## src/decode_pkg.sv

```systemverilog
package decode_pkg;

    localparam int WORD_WIDTH     = 32;
    localparam int REG_ADDR_WIDTH = 5;
    localparam int IMM_WIDTH      = 16;
    localparam int REG_COUNT      = 32;

    typedef logic [REG_ADDR_WIDTH-1:0] reg_addr_t;
    typedef logic [WORD_WIDTH-1:0]     word_t;

    // Opcodes of the kept instruction groups
    typedef enum logic [5:0] {
        OP_SPECIAL = 6'b000000,
        OP_REGIMM  = 6'b000001,
        OP_BEQ     = 6'b000100,
        OP_BNE     = 6'b000101,
        OP_BLEZ    = 6'b000110,
        OP_BGTZ    = 6'b000111,
        OP_ADDI    = 6'b001000,
        OP_ADDIU   = 6'b001001,
        OP_SLTI    = 6'b001010,
        OP_SLTIU   = 6'b001011,
        OP_ANDI    = 6'b001100,
        OP_ORI     = 6'b001101,
        OP_XORI    = 6'b001110,
        OP_LUI     = 6'b001111,
        OP_LB      = 6'b100000,
        OP_LH      = 6'b100001,
        OP_LW      = 6'b100011,
        OP_LBU     = 6'b100100,
        OP_LHU     = 6'b100101,
        OP_SB      = 6'b101000,
        OP_SH      = 6'b101001,
        OP_SW      = 6'b101011
    } opcode_e;

    typedef enum logic [4:0] {
        ALU_ADD  = 5'b1_0000,
        ALU_ADDU = 5'b1_0001,
        ALU_SUB  = 5'b1_0010,
        ALU_SUBU = 5'b1_0011,
        ALU_AND  = 5'b1_0100,
        ALU_OR   = 5'b1_0101,
        ALU_XOR  = 5'b1_0110,
        ALU_NOR  = 5'b1_0111,
        ALU_SLT  = 5'b1_1010,
        ALU_SLTU = 5'b1_1011,
        // Only lui uses the shifter now
        ALU_SLL  = 5'b0_0100
    } alu_mode_e;

    typedef enum logic [2:0] {
        BR_BLTZ = 3'b000,
        BR_BGEZ = 3'b001,
        BR_BEQ  = 3'b100,
        BR_BNE  = 3'b101,
        BR_BLEZ = 3'b110,
        BR_BGTZ = 3'b111
    } branch_mode_e;

    typedef enum logic [1:0] {
        MEM_BYTE = 2'b00,
        MEM_HALF = 2'b01,
        MEM_WORD = 2'b11
    } mem_size_e;

    typedef struct packed {
        logic [5:0] opcode;
        reg_addr_t  rs;
        reg_addr_t  rt;
        reg_addr_t  rd;
        logic [4:0] shamt;
        logic [5:0] funct;
    } instr_r_t;

    typedef struct packed {
        logic [5:0]           opcode;
        reg_addr_t            rs;
        reg_addr_t            rt;
        logic [IMM_WIDTH-1:0] imm;
    } instr_i_t;

    // Same word, register or immediate layout
    typedef union packed {
        instr_r_t rtype;
        instr_i_t itype;
    } instr_u;

    typedef struct packed {
        logic                 rs_en;
        reg_addr_t            rs_addr;
        logic                 rt_en;
        reg_addr_t            rt_addr;
        logic                 rd_en;
        reg_addr_t            rd_addr;
        logic                 imm_en;
        logic [IMM_WIDTH-1:0] imm;
        logic                 alu_en;
        alu_mode_e            alu_mode;
        logic                 branch;
        branch_mode_e         branch_mode;
        logic                 lui;
        logic                 load;
        logic                 load_signed;
        mem_size_e            mem_size;
        logic                 store;
    } decode_ctrl_t;

    typedef struct packed {
        logic      en;
        reg_addr_t addr;
        word_t     data;
    } wb_t;

    typedef struct packed {
        word_t        pc;
        decode_ctrl_t ctrl;
        word_t        rs_data;
        word_t        rt_data;
    } decoded_t;

endpackage

```

## src/decode_stage.sv

```systemverilog
`timescale 1ns/1ns

module decode_stage (
    input  logic                  clk,
    input  logic                  rst,
    input  decode_pkg::instr_u    instr,
    input  decode_pkg::word_t     pc,
    input  decode_pkg::wb_t       wb,
    output decode_pkg::decoded_t  out
);

    decode_pkg::decode_ctrl_t ctrl;
    decode_pkg::word_t        rs_data;
    decode_pkg::word_t        rt_data;

    instr_parser i_parser (
        .instr (instr),
        .ctrl  (ctrl)
    );

    // Read addresses come straight from the parser in the same cycle
    reg_file i_regs (
        .clk     (clk),
        .rst     (rst),
        .rs_addr (ctrl.rs_addr),
        .rt_addr (ctrl.rt_addr),
        .wb      (wb),
        .rs_data (rs_data),
        .rt_data (rt_data)
    );

    // Pipeline register toward execute
    always_ff @(posedge clk or negedge rst) begin
        if (!rst) begin
            out <= '0;
        end else begin
            out.pc      <= pc;
            out.ctrl    <= ctrl;
            out.rs_data <= rs_data;
            out.rt_data <= rt_data;
        end
    end

endmodule

```

## src/instr_parser.sv

```systemverilog
`timescale 1ns/1ns

module instr_parser (
    input  decode_pkg::instr_u       instr,
    output decode_pkg::decode_ctrl_t ctrl
);

    always_comb begin
        ctrl = '0;

        case (instr.rtype.opcode)
            decode_pkg::OP_SPECIAL: begin
                // funct 10_0xxx is arithmetic and logic, 10_101x is slt and sltu
                if (instr.rtype.shamt == '0 && instr.rtype.funct[5:4] == 2'b10 &&
                        (!instr.rtype.funct[3] || instr.rtype.funct[3:1] == 3'b101)) begin
                    ctrl.rs_en    = 1'b1;
                    ctrl.rs_addr  = instr.rtype.rs;
                    ctrl.rt_en    = 1'b1;
                    ctrl.rt_addr  = instr.rtype.rt;
                    ctrl.rd_en    = 1'b1;
                    ctrl.rd_addr  = instr.rtype.rd;
                    ctrl.alu_en   = 1'b1;
                    ctrl.alu_mode = decode_pkg::alu_mode_e'({instr.rtype.funct[5],
                                                             instr.rtype.funct[3:0]});
                end
            end

            decode_pkg::OP_REGIMM: begin
                // Only bltz and bgez; the linking forms fall through as no-ops
                if (instr.itype.rt[4:1] == 4'b0000) begin
                    ctrl.rs_en       = 1'b1;
                    ctrl.rs_addr     = instr.itype.rs;
                    ctrl.rt_en       = 1'b1;
                    ctrl.rt_addr     = '0;
                    ctrl.imm_en      = 1'b1;
                    ctrl.imm         = instr.itype.imm;
                    ctrl.branch      = 1'b1;
                    ctrl.branch_mode = decode_pkg::branch_mode_e'(instr.itype.rt[2:0]);
                end
            end

            decode_pkg::OP_BEQ, decode_pkg::OP_BNE,
            decode_pkg::OP_BLEZ, decode_pkg::OP_BGTZ: begin
                // blez and bgtz compare against zero, so rt must be register 0
                if (!instr.itype.opcode[1] || instr.itype.rt == '0) begin
                    ctrl.rs_en       = 1'b1;
                    ctrl.rs_addr     = instr.itype.rs;
                    ctrl.rt_en       = 1'b1;
                    ctrl.rt_addr     = instr.itype.rt;
                    ctrl.imm_en      = 1'b1;
                    ctrl.imm         = instr.itype.imm;
                    ctrl.branch      = 1'b1;
                    ctrl.branch_mode = decode_pkg::branch_mode_e'(instr.itype.opcode[2:0]);
                end
            end

            decode_pkg::OP_ADDI, decode_pkg::OP_ADDIU, decode_pkg::OP_ANDI,
            decode_pkg::OP_ORI, decode_pkg::OP_XORI: begin
                ctrl.rs_en    = 1'b1;
                ctrl.rs_addr  = instr.itype.rs;
                ctrl.rd_en    = 1'b1;
                ctrl.rd_addr  = instr.itype.rt;
                ctrl.imm_en   = 1'b1;
                ctrl.imm      = instr.itype.imm;
                ctrl.alu_en   = 1'b1;
                ctrl.alu_mode = decode_pkg::alu_mode_e'({2'b10, instr.itype.opcode[2:0]});
            end

            decode_pkg::OP_SLTI, decode_pkg::OP_SLTIU: begin
                ctrl.rs_en    = 1'b1;
                ctrl.rs_addr  = instr.itype.rs;
                ctrl.rd_en    = 1'b1;
                ctrl.rd_addr  = instr.itype.rt;
                ctrl.imm_en   = 1'b1;
                ctrl.imm      = instr.itype.imm;
                ctrl.alu_en   = 1'b1;
                ctrl.alu_mode = decode_pkg::alu_mode_e'({1'b1, instr.itype.opcode[3:0]});
            end

            decode_pkg::OP_LUI: begin
                if (instr.itype.rs == '0) begin
                    ctrl.rd_en    = 1'b1;
                    ctrl.rd_addr  = instr.itype.rt;
                    ctrl.imm_en   = 1'b1;
                    ctrl.imm      = instr.itype.imm;
                    ctrl.alu_en   = 1'b1;
                    ctrl.alu_mode = decode_pkg::ALU_SLL;
                    ctrl.lui      = 1'b1;
                end
            end

            decode_pkg::OP_LB, decode_pkg::OP_LH, decode_pkg::OP_LW,
            decode_pkg::OP_LBU, decode_pkg::OP_LHU: begin
                ctrl.rs_en       = 1'b1;
                ctrl.rs_addr     = instr.itype.rs;
                ctrl.rd_en       = 1'b1;
                ctrl.rd_addr     = instr.itype.rt;
                ctrl.imm_en      = 1'b1;
                ctrl.imm         = instr.itype.imm;
                ctrl.load        = 1'b1;
                // lbu and lhu have opcode bit 2 set
                ctrl.load_signed = ~instr.itype.opcode[2];
                ctrl.mem_size    = decode_pkg::mem_size_e'(instr.itype.opcode[1:0]);
            end

            decode_pkg::OP_SB, decode_pkg::OP_SH, decode_pkg::OP_SW: begin
                ctrl.rs_en    = 1'b1;
                ctrl.rs_addr  = instr.itype.rs;
                ctrl.rt_en    = 1'b1;
                ctrl.rt_addr  = instr.itype.rt;
                ctrl.imm_en   = 1'b1;
                ctrl.imm      = instr.itype.imm;
                ctrl.store    = 1'b1;
                ctrl.mem_size = decode_pkg::mem_size_e'(instr.itype.opcode[1:0]);
            end

            default: begin
                ctrl = '0;
            end
        endcase
    end

endmodule

```

## src/reg_file.sv

```systemverilog
`timescale 1ns/1ns

module reg_file (
    input  logic                  clk,
    input  logic                  rst,
    input  decode_pkg::reg_addr_t rs_addr,
    input  decode_pkg::reg_addr_t rt_addr,
    input  decode_pkg::wb_t       wb,
    output decode_pkg::word_t     rs_data,
    output decode_pkg::word_t     rt_data
);

    // Register 0 is hard-wired, so storage starts at 1
    decode_pkg::word_t regs [1:decode_pkg::REG_COUNT-1];

    function automatic decode_pkg::word_t read_port(decode_pkg::reg_addr_t addr);
        decode_pkg::word_t data;
        if (addr == '0) begin
            data = '0;
        end else if (wb.en && wb.addr == addr) begin
            // Write-back in the same cycle wins over the stored word
            data = wb.data;
        end else begin
            data = regs[addr];
        end
        return data;
    endfunction

    always_comb begin
        rs_data = read_port(rs_addr);
        rt_data = read_port(rt_addr);
    end

    always_ff @(posedge clk or negedge rst) begin
        if (!rst) begin
            for (int k = 1; k < decode_pkg::REG_COUNT; k++) begin
                regs[k] <= '0;
            end
        end else if (wb.en && wb.addr != '0) begin
            regs[wb.addr] <= wb.data;
        end
    end

endmodule

```

## config.mk

```make
export PLATFORM = sky130hd
export DESIGN_NAME = decode_stage
export DESIGN_NICKNAME = d
export VERILOG_FILES = /design/src/decode_pkg.sv /design/src/decode_stage.sv /design/src/instr_parser.sv /design/src/reg_file.sv
export SDC_FILE = /design/constraint.sdc
export NUM_CORES = 2
export LEC_CHECK = 0
export ABC_AREA = 1
export BUFFER_PORTS_ARGS = -buffer_cell sky130_fd_sc_hd__buf_2
export CAP_MARGIN = 20
export CORE_MARGIN = 3
export CORE_UTILIZATION = 40
export CTS_BUF_LIST = sky130_fd_sc_hd__clkbuf_8
export DETAILED_ROUTE_END_ITERATION = 10
export HOLD_SLACK_MARGIN = 0.1
export SLEW_MARGIN = 20
export SYNTH_ARGS = -nofsm -noshare
export SYNTH_HDL_FRONTEND = slang
export SYNTH_SLANG_ARGS = --single-unit
export TNS_END_PERCENT = 5
```

## constraint.sdc

```tcl
create_clock -name clk -period 1.4 [get_ports clk]
set_clock_uncertainty 0.15 [all_clocks]
set_input_delay 0.28 -clock clk [delete_from_list [all_inputs] [get_ports clk]]
set_output_delay 0.28 -clock clk [all_outputs]
set_load 0.005 [all_outputs]
```

==> results.json <==
{
  "cp_max_fo": 2,
  "dieArea_sq_um": 157000,
  "fp-row-count": 142,
  "antenna_found_initial": 5,
  "min_from": "instr[27]",
  "htree_levels": 4,
  "cts_buffers": 204,
  "vias": 68056,
  "overflow": 0,
  "syn_to_final_growth_pct": 35.1,
  "power_density_nw_per_um2": 1210,
  "cts_root_buffer": "clkbuf_8",
  "outcome": "finished with violations",
  "place_inst": 10936,
  "drt-initial-drc-count": 9408,
  "layout_commonest_cell": "nand2_1",
  "end_kind": "primary output",
  "cts_tree": "done",
  "rsz0062_at_grt": "yes",
  "setup_tns_ns": -113.93,
  "startpoint_type": "register",
  "die_height_um": 396,
  "grt_max_degree": 89,
  "cp.required_ns": 0.97,
  "synthCells": 8492,
  "fin_hold_ws_ns": -0.174,
  "dr.pass1.iters": 7,
  "slowest_delay_ns": 0.51,
  "die_w_um": 396,
  "worstPathArrival_ns": 1.66,
  "cp_top_family": "flip-flops",
  "seq_area_frac_synth_pct": 46.8,
  "ys_seq_elements": 1139,
  "nets": 9521,
  "gp_congestion": 0.953,
  "core_area_sq_um": 150000,
  "grt_pass1_wl_mm": 407,
  "grt_pass1_vias": 63389,
  "final_cell_mix": "nand2_1 (2753), nand3_1 (1811), dfrtp_1 (1120)",
  "fin_crit_sh_pct": 149,
  "max_cap_violations": 0,
  "max_slew_margin_pct": 53.5,
  "r2r_start": "i_regs.regs[707]$_DFFE_PN0P_",
  "path_clk_slew_ns": 0.07,
  "rrSetupSlack_ns": -0.35,
  "fin_ws_ns": -0.686,
  "syn_nets": 8596,
  "power.leakage_nw": 40.0,
  "cp_slowest_cell": "dfrtp_2",
  "slew_violations": 0,
  "drive_gt1_share_pct": 20.3,
  "min_path_type": "primary input to register",
  "max-clock-path-buffers": 3,
  "post-route-min-period_ns": 2.09,
  "path_buf_inv": 1,
  "finalSetupViolCount": 249,
  "peakVddDrop_v": 0.00102,
  "synth_top_area_share_pct": 46.8,
  "syn-cell-area_sq_um": 60900,
  "via_per_inst": 5.86,
  "crit_chain": "buf_6",
  "layout.cells.non_filler": 11606,
  "track_usage_pct": 34.0,
  "synth.area.top_cells": "dfrtp_1 (47%), nand2_1 (17%), nand3_1 (16%)",
  "drc": 0,
  "cts_num_sinks": 1139,
  "ant_nets": 0,
  "criticalPathCategory": "register to primary output",
  "ioPinCount": 251,
  "worst_pin_slew_ns": 0.695,
  "violations": "negative hold slack, negative setup slack",
  "worstSkewPairLatency_ns": 0.97,
  "max_freq_mhz": 479,
  "routedWlPerCell_um": 24.6,
  "ys_types": 35,
  "start_util_pct": 40.4,
  "place.detailed.hpwl_mm": 177,
  "synth_top_cell_by_area": "dfrtp_1",
  "hold_viol": 26,
  "cp-startpoint": "out[51]$_DFF_PN0_",
  "port_buffers": 250,
  "yosys_warnings": 0,
  "postSynthAreaPerCell_sq_um": 7.17,
  "totalWireLength_mm": 285
}
through the flow:
stage          area (sq um)  setup slack (ns)  util (%)  total power [mW]
3_5_place_dp          72600             -1.59      48.2              64.0
6_report              82200            -0.686      54.6              99.9
2_1_floorplan         61500            -0.824         -              54.6
5_1_grt               82200            -0.706      54.6               105
3_3_place_gp          72600             -1.60      48.2              63.4
4_1_cts               79200            -0.721      52.6              98.6
kinds of logic (layout without fill, tap and decap cells):
family	count (synthesis)	count (layout)	synth area share, %
AOI/OAI and AO/OA	1181	1181	10.0
xor gates and xnor gates	5	5	0.0719
buffers and inverters	1020	2109	7.00
DFF	1139	1139	46.8
other	0	9	0
and+or+nand+nor	5147	5147	36.1
state kept, by name, indices dropped and copies added (netlist names):
| name | cells |
|---|---|
| i_regs.regs | 992 |
| out | 147 |
final cells by class:
cell class	count	area, sq um
antenna	9	22.5
multi-input combinational	6333	29600
clock buffer	265	3650
timing repair buffer	1468	16000
inverter	270	1100
tap	2016	2520
fill	13894	68300
timing repair inverter	1	11.3
sequential	1139	28500
clock inverter	105	766
path summary, 6_finish.rpt:
| check | end | depth (start not counted) |
|---|---|---|
| setup / recovery | out[51] | 1 |
| hold / removal | out[96]$_DFF_PN0_ | 7 |
| setup reg to reg | out[3]$_DFF_PN0_ | 8 |
| hold reg to reg | i_regs.regs[734]$_DFFE_PN0P_ | 2 |
| max in group asynchronous | out[11]$_DFF_PN0_ | 5 |
| min in group asynchronous | i_regs.regs[295]$_DFFE_PN0P_ | 4 |
power by group:
part | leakage, nW | switching [mW] | internal (mW)
clock | 2.47 | 15.3 | 18.8
combinational | 22.9 | 12.7 | 9.95
sequential | 14.6 | 4.47 | 38.7
total | 40.0 | 32.5 | 67.4
synthesized netlist by cell type (all sizes together):
master   number
a211oi        1
a21boi       30
a21oi       142
and3          1
buf         301
clkbuf      449
clkinv        2
dfrtp      1139
inv         268
nand2      2821
nand3      1926
nand3b        1
nand4        11
nor2        329
nor3         39
nor4          2
o2111ai       3
o211ai       36
o21ai       959
o221ai        1
o22ai         9
or2          17
xor2          5
routing by layer:
metal | GRT usage (%) | vias up | wire length [um]
li1 | - | 29921 | -
met3 | 8.52 | 1077 | 37000
met4 | 16.9 | 4 | 17600
met1 | 46.0 | 32165 | 109000
met5 | 0 | - | 27
met2 | 50.7 | 4889 | 121000
timing repair:
item / CTS / global route
endpoints found under the hold margin: 2275 / 66
buffers inserted: 0 / 68
endpoints found under the setup margin: 228 / 873
pin swaps: 6 / 102
hold buffers: 183 / 8
gates cloned: 0 / 38
resized for setup: 108 / 362
Power figures use the tool's default switching activity.
